[config.mk]
export PLATFORM = sky130hd
export DESIGN_NAME = ring_router
export DESIGN_NICKNAME = d
export VERILOG_FILES = /design/src/dii_pkg.sv /design/src/ring_router_pkg.sv /design/src/dii_channel.sv /design/src/dii_buffer.sv /design/src/ring_router.sv /design/src/ring_router_demux.sv /design/src/ring_router_mux.sv /design/src/ring_router_mux_rr.sv
export SDC_FILE = /design/constraint.sdc
export NUM_CORES = 1
export LEC_CHECK = 0
export BUFFER_PORTS_ARGS = -buffer_cell sky130_fd_sc_hd__buf_2
export CAP_MARGIN = 20
export CORE_AREA = 2 2 116 118
export CTS_CLUSTER_DIAMETER = 80
export DETAILED_ROUTE_END_ITERATION = 10
export DIE_AREA = 0 0 118 120
export HOLD_SLACK_MARGIN = 0.05
export PLACE_DENSITY = 0.78
export SETUP_SLACK_MARGIN = 0.15
export SYNTH_ARGS = -nofsm -noshare
export SYNTH_HDL_FRONTEND = slang
export SYNTH_SLANG_ARGS = --single-unit
[constraint.sdc]
create_clock -name clk -period 3.51 [get_ports clk]
set_clock_uncertainty 0.15 [all_clocks]
set_input_delay 0 -clock clk [delete_from_list [all_inputs] [get_ports clk]]
set_output_delay 0 -clock clk [all_outputs]
set_load 0.01 [all_outputs]
[src/dii_pkg.sv]
`default_nettype none

package dii_pkg;

   // payload carried by a single flit
   typedef logic [15:0] flit_data_t;

   // node address, found in the low bits of the first flit of a packet
   typedef logic [9:0] node_id_t;

   // width of the address field inside the first flit
   localparam int node_id_w = $bits(node_id_t);

   // flattened channel word as seen at the top-level ports
   // bit 17 is valid and bit 16 is last, the payload fills the rest
   typedef logic [17:0] flit_bus_t;

   // bit positions inside flit_bus_t
   localparam int bus_valid_bit = 17;
   localparam int bus_last_bit  = 16;

endpackage

`default_nettype wire

[src/ring_router_pkg.sv]
`default_nettype none

package ring_router_pkg;

   // packet state of a demux
   // the target is chosen on the first flit and held until last transfers
   typedef enum logic [1:0] {
      route_idle,
      route_to_local,
      route_to_ring
   } route_state_t;

   // grant state of a merge
   // grant_a and grant_b name the first and second input of each mux
   typedef enum logic [1:0] {
      arb_idle,
      arb_grant_a,
      arb_grant_b
   } arb_state_t;

endpackage

`default_nettype wire

[src/dii_channel.sv]
`timescale 1ns/1ps
`default_nettype none

// one flit channel with valid/ready handshake
interface dii_channel;

   logic                valid;
   logic                last;
   dii_pkg::flit_data_t data;
   logic                ready;

   // the side that produces flits
   modport sender (
      output valid,
      output last,
      output data,
      input  ready
   );

   // the side that consumes flits
   modport receiver (
      input  valid,
      input  last,
      input  data,
      output ready
   );

endinterface

`default_nettype wire

[src/dii_buffer.sv]
`timescale 1ns/1ps
`default_nettype none

module dii_buffer #(
   parameter int WIDTH = 16,
   parameter int SIZE  = 4
) (
   input wire           clk,
   input wire           arst_n,
   dii_channel.receiver in,
   dii_channel.sender   out
);

   localparam int PTR_W = $clog2(SIZE);
   localparam int CNT_W = $clog2(SIZE + 1);

   typedef logic [PTR_W-1:0] ptr_t;
   typedef logic [CNT_W-1:0] cnt_t;

   // each entry holds last on top of the payload
   typedef logic [WIDTH:0] entry_t;

   entry_t mem [SIZE];
   ptr_t   wr_ptr;
   ptr_t   rd_ptr;
   cnt_t   count;
   logic   wr_en;
   logic   rd_en;
   entry_t head;

   // ~~~~~~~~~~~~~~~~~~~~~~~~~~~~~~~~~~~~~~~~~~~~~~~~
   // handshake
   // ~~~~~~~~~~~~~~~~~~~~~~~~~~~~~~~~~~~~~~~~~~~~~~~~

   assign in.ready  = (count != cnt_t'(SIZE));
   assign out.valid = (count != '0);

   assign head      = mem[rd_ptr];
   assign out.last  = head[WIDTH];
   assign out.data  = head[WIDTH-1:0];

   assign wr_en = in.valid && in.ready;
   assign rd_en = out.valid && out.ready;

   // ~~~~~~~~~~~~~~~~~~~~~~~~~~~~~~~~~~~~~~~~~~~~~~~~
   // storage and pointers
   // ~~~~~~~~~~~~~~~~~~~~~~~~~~~~~~~~~~~~~~~~~~~~~~~~

   always_ff @(posedge clk) begin
      if (wr_en) begin
         mem[wr_ptr] <= {in.last, in.data};
      end
   end

   // pointers wrap explicitly so SIZE need not be a power of two
   always_ff @(posedge clk or negedge arst_n) begin
      if (!arst_n) begin
         wr_ptr <= '0;
         rd_ptr <= '0;
      end else begin
         if (wr_en) begin
            wr_ptr <= (wr_ptr == ptr_t'(SIZE - 1)) ? '0 : wr_ptr + ptr_t'(1);
         end
         if (rd_en) begin
            rd_ptr <= (rd_ptr == ptr_t'(SIZE - 1)) ? '0 : rd_ptr + ptr_t'(1);
         end
      end
   end

   // a simultaneous write and read leaves the fill level alone
   always_ff @(posedge clk or negedge arst_n) begin
      if (!arst_n) begin
         count <= '0;
      end else begin
         case ({wr_en, rd_en})
            2'b10:   count <= count + cnt_t'(1);
            2'b01:   count <= count - cnt_t'(1);
            default: count <= count;
         endcase
      end
   end

endmodule

`default_nettype wire

[src/ring_router.sv]
`timescale 1ns/1ps
`default_nettype none

module ring_router #(
   parameter int BUFFER_SIZE = 4
) (
   input  wire                     clk,
   input  wire                     arst_n,

   input  wire dii_pkg::node_id_t  id,

   input  wire dii_pkg::flit_bus_t ring_in0_down,
   output wire                     ring_in0_up,

   input  wire dii_pkg::flit_bus_t ring_in1_down,
   output wire                     ring_in1_up,

   output wire dii_pkg::flit_bus_t ring_out0_down,
   input  wire                     ring_out0_up,

   output wire dii_pkg::flit_bus_t ring_out1_down,
   input  wire                     ring_out1_up,

   input  wire dii_pkg::flit_bus_t local_in_down,
   output wire                     local_in_up,

   output wire dii_pkg::flit_bus_t local_out_down,
   input  wire                     local_out_up
);

   // channels at the boundary
   dii_channel ring_in0 ();
   dii_channel ring_in1 ();
   dii_channel local_in ();
   dii_channel ring_out0 ();
   dii_channel ring_out1 ();
   dii_channel local_out ();

   // channels between the blocks
   dii_channel ring0local ();
   dii_channel ring0fwd ();
   dii_channel ring1local ();
   dii_channel ring1fwd ();
   dii_channel ring0muxed ();

   // ~~~~~~~~~~~~~~~~~~~~~~~~~~~~~~~~~~~~~~~~~~~~~~~~
   // bus packing
   // ~~~~~~~~~~~~~~~~~~~~~~~~~~~~~~~~~~~~~~~~~~~~~~~~

   assign {ring_in0.valid, ring_in0.last, ring_in0.data} = ring_in0_down;
   assign ring_in0_up = ring_in0.ready;

   assign {ring_in1.valid, ring_in1.last, ring_in1.data} = ring_in1_down;
   assign ring_in1_up = ring_in1.ready;

   assign {local_in.valid, local_in.last, local_in.data} = local_in_down;
   assign local_in_up = local_in.ready;

   assign ring_out0_down  = {ring_out0.valid, ring_out0.last, ring_out0.data};
   assign ring_out0.ready = ring_out0_up;

   assign ring_out1_down  = {ring_out1.valid, ring_out1.last, ring_out1.data};
   assign ring_out1.ready = ring_out1_up;

   assign local_out_down  = {local_out.valid, local_out.last, local_out.data};
   assign local_out.ready = local_out_up;

   // ~~~~~~~~~~~~~~~~~~~~~~~~~~~~~~~~~~~~~~~~~~~~~~~~
   // routing blocks
   // ~~~~~~~~~~~~~~~~~~~~~~~~~~~~~~~~~~~~~~~~~~~~~~~~

   ring_router_demux u_demux0 (
      .clk       (clk),
      .arst_n    (arst_n),
      .id        (id),
      .in        (ring_in0),
      .out_local (ring0local),
      .out_ring  (ring0fwd)
   );

   ring_router_demux u_demux1 (
      .clk       (clk),
      .arst_n    (arst_n),
      .id        (id),
      .in        (ring_in1),
      .out_local (ring1local),
      .out_ring  (ring1fwd)
   );

   ring_router_mux_rr u_mux_local (
      .clk    (clk),
      .arst_n (arst_n),
      .in0    (ring0local),
      .in1    (ring1local),
      .out    (local_out)
   );

   // local injection always joins ring 0
   ring_router_mux u_mux_ring0 (
      .clk      (clk),
      .arst_n   (arst_n),
      .in_ring  (ring0fwd),
      .in_local (local_in),
      .out      (ring0muxed)
   );

   dii_buffer #(
      .WIDTH ($bits(dii_pkg::flit_data_t)),
      .SIZE  (BUFFER_SIZE)
   ) u_buffer0 (
      .clk    (clk),
      .arst_n (arst_n),
      .in     (ring0muxed),
      .out    (ring_out0)
   );

   dii_buffer #(
      .WIDTH ($bits(dii_pkg::flit_data_t)),
      .SIZE  (BUFFER_SIZE)
   ) u_buffer1 (
      .clk    (clk),
      .arst_n (arst_n),
      .in     (ring1fwd),
      .out    (ring_out1)
   );

endmodule

`default_nettype wire

[src/ring_router_demux.sv]
`timescale 1ns/1ps
`default_nettype none

module ring_router_demux (
   input wire                    clk,
   input wire                    arst_n,
   input wire dii_pkg::node_id_t id,
   dii_channel.receiver          in,
   dii_channel.sender            out_local,
   dii_channel.sender            out_ring
);

   ring_router_pkg::route_state_t state_q;
   ring_router_pkg::route_state_t state_d;
   logic                          dest_match;
   logic                          sel_local;
   logic                          xfer;

   // ~~~~~~~~~~~~~~~~~~~~~~~~~~~~~~~~~~~~~~~~~~~~~~~~
   // target selection
   // ~~~~~~~~~~~~~~~~~~~~~~~~~~~~~~~~~~~~~~~~~~~~~~~~

   // only meaningful on the first flit, i.e. while idle
   assign dest_match = (in.data[dii_pkg::node_id_w-1:0] == id);

   assign sel_local = (state_q == ring_router_pkg::route_to_local) ||
                      ((state_q == ring_router_pkg::route_idle) && dest_match);

   // payload fans out to both sides, valid only to the selected one
   assign out_local.valid = in.valid && sel_local;
   assign out_local.last  = in.last;
   assign out_local.data  = in.data;

   assign out_ring.valid  = in.valid && !sel_local;
   assign out_ring.last   = in.last;
   assign out_ring.data   = in.data;

   assign in.ready = sel_local ? out_local.ready : out_ring.ready;

   assign xfer = in.valid && in.ready;

   // ~~~~~~~~~~~~~~~~~~~~~~~~~~~~~~~~~~~~~~~~~~~~~~~~
   // packet state
   // ~~~~~~~~~~~~~~~~~~~~~~~~~~~~~~~~~~~~~~~~~~~~~~~~

   always_comb begin
      state_d = state_q;
      if (xfer) begin
         // a single-flit packet never leaves idle
         if (in.last) begin
            state_d = ring_router_pkg::route_idle;
         end else if (sel_local) begin
            state_d = ring_router_pkg::route_to_local;
         end else begin
            state_d = ring_router_pkg::route_to_ring;
         end
      end
   end

   always_ff @(posedge clk or negedge arst_n) begin
      if (!arst_n) begin
         state_q <= ring_router_pkg::route_idle;
      end else begin
         state_q <= state_d;
      end
   end

endmodule

`default_nettype wire

[src/ring_router_mux.sv]
`timescale 1ns/1ps
`default_nettype none

module ring_router_mux (
   input wire           clk,
   input wire           arst_n,
   dii_channel.receiver in_ring,
   dii_channel.receiver in_local,
   dii_channel.sender   out
);

   ring_router_pkg::arb_state_t state_q;
   ring_router_pkg::arb_state_t state_d;
   logic                        sel_ring;
   logic                        sel_local;
   logic                        xfer;

   // ~~~~~~~~~~~~~~~~~~~~~~~~~~~~~~~~~~~~~~~~~~~~~~~~
   // grant, ring traffic has priority
   // ~~~~~~~~~~~~~~~~~~~~~~~~~~~~~~~~~~~~~~~~~~~~~~~~

   // with nothing offered the ring side holds the grant, so ring 0 shows ready while idle
   assign sel_ring  = (state_q == ring_router_pkg::arb_grant_a) ||
                      ((state_q == ring_router_pkg::arb_idle) &&
                       (in_ring.valid || !in_local.valid));

   // local injection only gets in between ring packets
   assign sel_local = (state_q == ring_router_pkg::arb_grant_b) ||
                      ((state_q == ring_router_pkg::arb_idle) && !in_ring.valid &&
                       in_local.valid);

   assign out.valid = (sel_ring && in_ring.valid) || (sel_local && in_local.valid);
   assign out.last  = sel_ring ? in_ring.last : in_local.last;
   assign out.data  = sel_ring ? in_ring.data : in_local.data;

   assign in_ring.ready  = sel_ring && out.ready;
   assign in_local.ready = sel_local && out.ready;

   assign xfer = out.valid && out.ready;

   // ~~~~~~~~~~~~~~~~~~~~~~~~~~~~~~~~~~~~~~~~~~~~~~~~
   // grant state
   // ~~~~~~~~~~~~~~~~~~~~~~~~~~~~~~~~~~~~~~~~~~~~~~~~

   always_comb begin
      state_d = state_q;
      if (xfer && out.last) begin
         state_d = ring_router_pkg::arb_idle;
      end else if (out.valid) begin
         // an offered flit keeps its grant until it transfers
         state_d = sel_ring ? ring_router_pkg::arb_grant_a : ring_router_pkg::arb_grant_b;
      end
   end

   always_ff @(posedge clk or negedge arst_n) begin
      if (!arst_n) begin
         state_q <= ring_router_pkg::arb_idle;
      end else begin
         state_q <= state_d;
      end
   end

endmodule

`default_nettype wire

[src/ring_router_mux_rr.sv]
`timescale 1ns/1ps
`default_nettype none

module ring_router_mux_rr (
   input wire           clk,
   input wire           arst_n,
   dii_channel.receiver in0,
   dii_channel.receiver in1,
   dii_channel.sender   out
);

   ring_router_pkg::arb_state_t state_q;
   ring_router_pkg::arb_state_t state_d;
   logic                        prio_q;
   logic                        prio_d;
   logic                        idle;
   logic                        sel0;
   logic                        sel1;
   logic                        xfer;

   // ~~~~~~~~~~~~~~~~~~~~~~~~~~~~~~~~~~~~~~~~~~~~~~~~
   // grant selection
   // ~~~~~~~~~~~~~~~~~~~~~~~~~~~~~~~~~~~~~~~~~~~~~~~~

   // prio_q low prefers in0, high prefers in1
   assign idle = (state_q == ring_router_pkg::arb_idle);

   assign sel0 = (state_q == ring_router_pkg::arb_grant_a) ||
                 (idle && in0.valid && (!in1.valid || !prio_q));

   assign sel1 = (state_q == ring_router_pkg::arb_grant_b) ||
                 (idle && in1.valid && (!in0.valid || prio_q));

   assign out.valid = (sel0 && in0.valid) || (sel1 && in1.valid);
   assign out.last  = sel0 ? in0.last : in1.last;
   assign out.data  = sel0 ? in0.data : in1.data;

   assign in0.ready = sel0 && out.ready;
   assign in1.ready = sel1 && out.ready;

   assign xfer = out.valid && out.ready;

   // ~~~~~~~~~~~~~~~~~~~~~~~~~~~~~~~~~~~~~~~~~~~~~~~~
   // grant and priority state
   // ~~~~~~~~~~~~~~~~~~~~~~~~~~~~~~~~~~~~~~~~~~~~~~~~

   always_comb begin
      state_d = state_q;
      prio_d  = prio_q;
      if (xfer && out.last) begin
         state_d = ring_router_pkg::arb_idle;
         // the input that just finished goes to the back
         prio_d  = sel0;
      end else if (out.valid) begin
         // a stalled flit keeps its grant so the output holds steady
         state_d = sel0 ? ring_router_pkg::arb_grant_a : ring_router_pkg::arb_grant_b;
      end
   end

   always_ff @(posedge clk or negedge arst_n) begin
      if (!arst_n) begin
         state_q <= ring_router_pkg::arb_idle;
         prio_q  <= 1'b0;
      end else begin
         state_q <= state_d;
         prio_q  <= prio_d;
      end
   end

endmodule

`default_nettype wire

==> metrics.md, run 1 <==
| Metric | Value |
|---|---|
| Status | `complete, no violations` |
| Die area | `14160 um^2` |
| Die Width | `118 um` |
| Arrival time at the worst endpoint | `3.12 ns` |
| RSZ-0062 raised after global routing | `false` |
| Post-Synth XOR/XNOR Area | `under 10%` |
| Highest-count cells in the layout ignoring fill and taps | `edfxtp_1, buf_2, dlygate4sd3_1` |
| Worst reg2reg path depth | `7` |
| GPL Wtd Cong | `0.8352` |
| NetSw | `0.002146 W` |
| Initial DRC Count | `397` |
| Total Routing Usage GR | `23.41%` |
| Simple-Gate Fraction of Synth Area | `4.689%` |
| Worst hold endpoint | `local_out_down[12]` |
| Post-DRT Antenna Nets | `0` |
| P per Cell Area | `770.6 nW/um^2` |
| Synthesized area | `between 7000 and 8000 um^2` |
| Ys async rst share | `between 10 and 15%` |
| Max Cap Viol | `0` |
| Worst min path class | `input pin to primary output` |
| Design area | `9123 um^2` |
| Fin crit period | `between 2 and 3 ns` |
| Syn. warnings | `0` |
| Total Negative Setup Slacks | `0 ns` |
| Reg2reg setup slack | `0.71 ns` |
| Combinational power share | `~33%` |
| Dominant synthesized flop cell | `edfxtp_1` |
| Drt pass-1 iters | `4` |
| Critical Path Start Type | `input pin` |
| Synth top area cells | `edfxtp_1, mux4_2, dfrtp_1, mux2_2, xor2_1` |
| Core area | `12980 um^2` |
| # H-tree levels | `4` |
| Final Net Count | `686` |
| Post-synth EDFFs | `~140` |
| WHS | `around 0.18 ns` |
| Cells after synthesis | `400` |
| Initial Utilization | `54.27%` |
| Internal power | `0.004884 W` |
| Drt total wl | `roughly 16 mm` |
| First-pass GRT wire length | `24.32 mm` |
| Die height | `120 um` |
| Hold path cells | `3` |
| Layout cells sized above 1 | `38.47%` |
| Placed inst area | `7890 um^2` |
| Largest net degree at the start of global routing | `24` |
| Compound-gate portion of the synthesized area | `under 10%` |
| Clock Power Share | `26.1%` |
| Pins Over Slew Limit | `0` |
| Area Overhead vs Synth | `29.50%` |
| Slew HR | `38.85%` |
| Critical path endpoint category | `flop` |
| Worst slew pin tran | `0.9172 ns` |
| Sequential power share | `around 41%` |
| Number of port buffers | `125` |
| Final worst path period share | `83.09%` |
| Final hold vios | `0` |
| TritonCTS Buffers | `17` |
| DRC viols | `0` |
| Switching part of the total power | `between 30% and 40%` |
| Rows | `between 40 and 50` |
| Kind of critical path | `input pin to flop` |
| FILL cells | `844` |
| Post-synthesis sequential area ratio | `66.15%` |
| Cell taking the most area after synthesis | `edfxtp_1` |
| Multiplexer area fraction after synthesis | `17.09%` |
| Leading cell type in the layout, fill and taps excluded | `edfxtp_1` |
| Main combinational cell family by area after synthesis | `multiplexers` |
| Top-area cell type share of the netlist area | `57.98%` |
| Vias post-DR | `4312` |
| Placed Cells | `~700` |
| Non-filler instance count after layout | `793` |
| Reg2reg start | `u_demux1.state_q[1]` |
| Post-Synth Adder-Cell Area | `2.700%` |
| Synth unique cells | `49` |
| CTS tree | `done` |
| Peak VDD IR | `376.4 uV` |
| Max Root-Sink Buffers | `2` |
| Yosys reg bits | `159` |
| Overflow after GRT | `0` |
| CP max FO | `6` |
| Routed WL per cell | `19.61 um` |
| Syn_area_per_cell | `17.61 um^2` |
| Syn Nets | `483` |
| Post-DP HPWL | `10.38 mm` |
| Clock slew at reported path FFs | `0.06 ns` |
| FF-to-FF End | `u_mux_local.state_q[1]` |
| IO Pins | `126` |
| Worst-Skew Late Latency | `0.42 ns` |
| F_max | `0.3429 GHz` |
| Antenna violations before repair | `1` |
| # setup viols final | `0` |
| Leakage power figure | `around 3.5 nW` |
| Vias per std cell | `5.438` |
| Number of global-route vias before repair | `between 4000 and 5000` |
| Number of clock sinks | `159` |
| Hold Path Origin | `ring_in0_down[12]` |
| Worst EP required | `3.72 ns` |
| Root Driver | `clkbuf_16` |
[worst max-delay path, stage by stage]
cell	delay, ns
dlygate4sd3_1	0.53
buf_2	0.16
xor2_1	0.15
nor4_2	0.35
a32oi_2	0.24
nor3b_4	0.34
a221oi_2	0.11
or3_4	0.43
a31oi_1	0.22
dlygate4sd3_1	0.58
[cell usage after synthesis, types with 6 or more instances]
library cell and number:
ha_1 12, buf_4 8, o21ai_0 9, mux2_1 17, nor2_1 8, clkbuf_1 6
mux2_2 21, edfxtp_1 136, xor2_1 24, dfrtp_1 23, inv_1 19, and2_1 9
nand2_1 12, mux4_2 34
[metrics by stage]
step / worst slack (ns) / utilization [%] / total power (W)
2_1_floorplan: 0.9883 / - / 0.004316
3_3_place_gp: 0.6114 / 60.79 / 0.005006
3_5_place_dp: 0.5535 / 60.79 / 0.005101
4_1_cts: 0.6661 / 70.15 / 0.007087
5_1_grt: 0.4415 / 70.28 / 0.007398
6_report: 0.5935 / 70.28 / 0.007030
[layer usage]
metal	vias to the layer above	part of all wire (%)	global-route usage (%)
met5	-	0	0
met3	20	6.9	6.511
li1	1962	-	-
met2	192	50	37.46
met4	0	2.2	9.488
met1	2138	41	30.64
[layout make-up]
type	instances	area, um^2	area share [%]
antenna	1	2.502	0.02743
clock buffer	17	425.4	4.663
clock inverter	15	168.9	1.852
inverter	19	71.32	0.7818
multi-input combinational	203	2201	24.13
sequential	159	4659	51.08
tap	176	220.2	2.414
timing repair buffer	203	1374	15.06
[flip-flops by register name, indices dropped and copies added, names as in the netlist, 3 cells and up]
register         flops
u_buffer0.mem       68
u_buffer1.count      3
u_buffer1.mem       68
u_buffer0.count      3
[power by group through the flow]
stage	logic [W]	clock network [W]	registers (W)
finish	0.00232	0.00184	0.00287
global placement	0.00214	0	0.00287
detailed placement	0.00219	0	0.00291
global route	0.00253	0.00196	0.00291
CTS	0.00235	0.00187	0.00287
floorplan	0.00156	0	0.00276
[worst max path at each step]
stage	startpoint	to	slack (ns)	cells past startpoint
floorplan	u_demux1.state_q[1]	u_buffer1.count[2]	0.99	11
global placement	id[8]	u_buffer0.count[2]	0.61	15
detailed placement	id[8]	u_buffer0.count[2]	0.55	15
CTS	ring_in1_down[8]	local_out_down[4]	0.67	10
global route	ring_in1_down[8]	local_out_down[4]	0.44	10
finish	ring_in1_down[4]	u_mux_local.state_q[1]	0.59	10
[what timing repair did]
item,in CTS,in global routing
hold buffers,62,0
setup endpoints to repair,0,0
buffers inserted,0,0
resized for setup,0,0
hold endpoints to repair,180,0
[logic make-up after synthesis]
| kind of cell | Yosys count |
|---|---|
| AO/OA/AOI/OAI | 33 |
| XOR/XNOR | 26 |
| adder cells (fa/ha/maj) | 14 |
| buffers and inverters | 38 |
| flip-flops | 159 |
| multiplexers | 73 |
| AND/OR/NAND/NOR | 57 |
No activity file was read; power rests on OpenSTA's default activity.
==> inputs of run 2 (changes only) <==
- ABC_AREA: default -> 1
- CORE_AREA: 2 2 116 118 -> 2 2 123 125
- DIE_AREA: 0 0 118 120 -> 0 0 125 127
- PLACE_DENSITY: 0.78 -> 0.75
- clock period: 3.51 -> 2.53 ns (I/O delays scaled with it)
==> metrics.md, run 2 <==
| Metric | Value |
|---|---|
| Dpl ws | `between 0.04 and 0.05 ns` |
| Post-synth EDFFs | `136` |
| Worst EP required | `2.68 ns` |
| # setup viols final | `0` |
| FF-to-FF End | `u_buffer0.count[2]` |
| Count leader, synth | `nand2_1` |
| RSZ-0062 raised after global routing | `true` |
| Total Negative Setup Slacks | `0 ns` |
| Worst reg2reg path depth | `9` |
| Vias per std cell | `5.224` |
| Status | `complete, no violations` |
| Max Root-Sink Buffers | `2` |
| Die area | `roughly 16000 um^2` |
| Highest-count cells in the layout ignoring fill and taps | `nand2_1, edfxtp_1, buf_2` |
| Initial DRC Count | `647` |
| Reg2reg setup slack | `0.29 ns` |
| CP max FO | `3` |
| Number of global-route vias before repair | `5509` |
| Crit path capture | `u_buffer0.count[2]` |
| Drt total wl | `18.02 mm` |
| Design area | `9361 um^2` |
| Area Overhead vs Synth | `28.73%` |
| Critical Path Start Type | `flop` |
| Drt pass-1 iters | `5` |
| Max Cap Viol | `0` |
| TritonCTS Buffers | `17` |
| Core area | `roughly 14000 um^2` |
| Arrival time at the worst endpoint | `2.40 ns` |
| Reg2reg start | `u_buffer0.count[0]` |
| Pins Over Slew Limit | `0` |
| Worst slew pin tran | `roughly 0.64 ns` |
| FILL cells | `1138` |
| Critical path endpoint category | `flop` |
| Root Driver | `clkbuf_16` |
| Cells after synthesis | `700` |
| Internal power | `0.006506 W` |
| Vias post-DR | `5720` |
| Synth unique cells | `31` |
| Final WS setup | `0.2865 ns` |
| Clock slew at reported path FFs | `0.06 ns` |
| GPL Wtd Cong | `0.8522` |
| Synth top area cells | `edfxtp_1, dfrtp_1, nand2_1, o21ai_0, nor2_1` |
| Cell repeated most along the worst path | `inv_1` |
| Worst min path class | `input pin to flop` |
| Multi-input logic area | `2245 um^2` |
| Top Registers | `u_buffer0.mem x68, u_buffer1.mem x68` |
| Post-synthesis sequential area ratio | `64.07%` |
| Switching part of the total power | `35.73%` |
| Synthesized area | `7272 um^2` |
| NetSw | `about 0.0036 W` |
| Clock Power Share | `around a quarter` |
| Layout cells sized above 1 | `a little over a fifth` |
| Overflow after GRT | `0` |
| # H-tree levels | `4` |
| Power Total | `0.01012 W` |
| Post-synth top cells | `nand2_1, edfxtp_1, nor2_1, o21ai_0, inv_1` |
| Final worst path period share | `88.68%` |
| Syn Nets | `783` |
| Post-DRT Antenna Nets | `0` |
| Number of port buffers | `125` |
| DRC viols | `0` |
| Top-area cell type share of the netlist area | `56.16%` |
| Total Routing Usage GR | `between 20% and 30%` |
| Crit path cell chain | `nor3_1, inv_1, nand2_4, ha_1, inv_1, fa_1, a21oi_2, o21ai_1, xor2_1` |
| Leading cell type in the layout, fill and taps excluded | `nand2_1` |
| Antenna violations before repair | `1` |
| Leakage power figure | `3.934 nW` |
| Final Net Count | `980` |
| Die height | `127 um` |
| Fin crit period | `2.244 ns` |
| CTS tree | `done` |
| P per Cell Area | `1081 nW/um^2` |
| Syn_area_per_cell | `10.39 um^2` |
| Post-DP HPWL | `11.81 mm` |
| Combinational power share | `approximately 37%` |
| Largest net degree at the start of global routing | `37` |
| Yosys reg bits | `~160` |
| Worst-Skew Late Latency | `between 0.4 and 0.5 ns` |
| Ys async rst share | `14.47%` |
| Number of clock sinks | `159` |
| Cell taking the most area after synthesis | `edfxtp_1` |
| Sequential power share | `38.5%` |
| Crit-path slowest cell | `fa_1` |
| Peak VDD IR | `554.2 uV` |
| Slew HR | `57.13%` |
| Reg area | `4659 um^2` |
| CP startpoint | `u_buffer0.count[0]` |
| Initial Utilization | `50.42%` |
| Dominant synthesized flop cell | `edfxtp_1` |
| Die Width | `between 100 and 150 um` |
| F_max | `between 0.4 and 0.5 GHz` |
| Max stage delay on crit path | `~0.46 ns` |
| Placed inst area | `8130 um^2` |
| Kind of critical path | `flop to flop` |
| Final hold vios | `0` |
| Syn. warnings | `0` |
| IO Pins | `126` |
| Routed WL per cell | `16.46 um` |
| First-pass GRT wire length | `28.26 mm` |
| Rows | `between 40 and 50` |
==> run 2: logic make-up (layout without fill, tap and decap cells) <==
kind of cell             Yosys count  in the layout  synth area share, %
XOR/XNOR                          17             17                2.047
other                              0              1                    0
AO/OA/AOI/OAI                    136            136                9.996
adder cells (fa/ha/maj)           14             14                2.615
flip-flops                       159            159                64.07
buffers and inverters             92            302                5.231
AND/OR/NAND/NOR                  282            282                16.04
==> run 2: worst min path at each step <==
stage,from,end,cells past startpoint
floorplan,arst_n,u_buffer0.count[0],0
global placement,arst_n,u_buffer0.wr_ptr[0],1
detailed placement,arst_n,u_buffer0.count[1],1
CTS,ring_in0_down[7],u_buffer0.mem[1][7],4
global route,ring_in0_down[1],u_buffer0.mem[1][1],3
finish,ring_in0_down[7],u_buffer0.mem[1][7],4
==> run 2: power by group through the flow <==
stage / Sequential [W] / Combinational [W] / Clock [W]
3_3_place_gp: 0.00392 / 0.00355 / 0
5_1_grt: 0.00395 / 0.00416 / 0.00265
3_5_place_dp: 0.00395 / 0.00361 / 0
6_report: 0.00390 / 0.00372 / 0.00251
4_1_cts: 0.00390 / 0.00370 / 0.00253
2_1_floorplan: 0.00392 / 0.00230 / 0
==> run 2: metrics by stage <==
stage	utilization [%]	hold slack (ns)	cells
floorplan	-	-0.4456	700
finish	64.90	0.09465	1095
detailed placement	56.37	-0.1161	999
global route	64.89	0.1162	1094
global placement	56.37	-0.1171	999
CTS	64.68	0.06937	1092
==> run 2: worst max-delay path, delay by kind of cell, from the launching register on <==
kind / cells / cell delay (ns)
AO/OA/AOI/OAI: 2 / 0.20
flip-flops: 1 / 0.41
adder cells (fa/ha/maj): 2 / 0.59
buffers and inverters: 2 / 0.25
AND/OR/NAND/NOR: 2 / 0.40
XOR/XNOR: 1 / 0.14
==> run 2: layer usage <==
layer  vias to the layer above  wire length [um]  track usage (%)
met5                         -                 0                0
met4                         0               382            9.542
met3                        29              1255            5.193
met2                       211              8451            37.44
met1                      2709              7932            30.99
li1                       2771                 -                -
==> run 2: layout make-up <==
cell class / count / area share [%]
antenna: 1 / 0.02673
clock buffer: 18 / 4.584
clock inverter: 14 / 1.590
inverter: 62 / 2.513
multi-input combinational: 449 / 23.98
sequential: 159 / 49.77
tap: 184 / 2.459
timing repair buffer: 208 / 15.08
==> run 2: repair_timing <==
action | in CTS | in global routing
resized for setup | 0 | 6
setup buffers | 0 | 2
setup endpoints to repair | 0 | 15
hold endpoints to repair | 178 | 0
hold buffers | 61 | 0
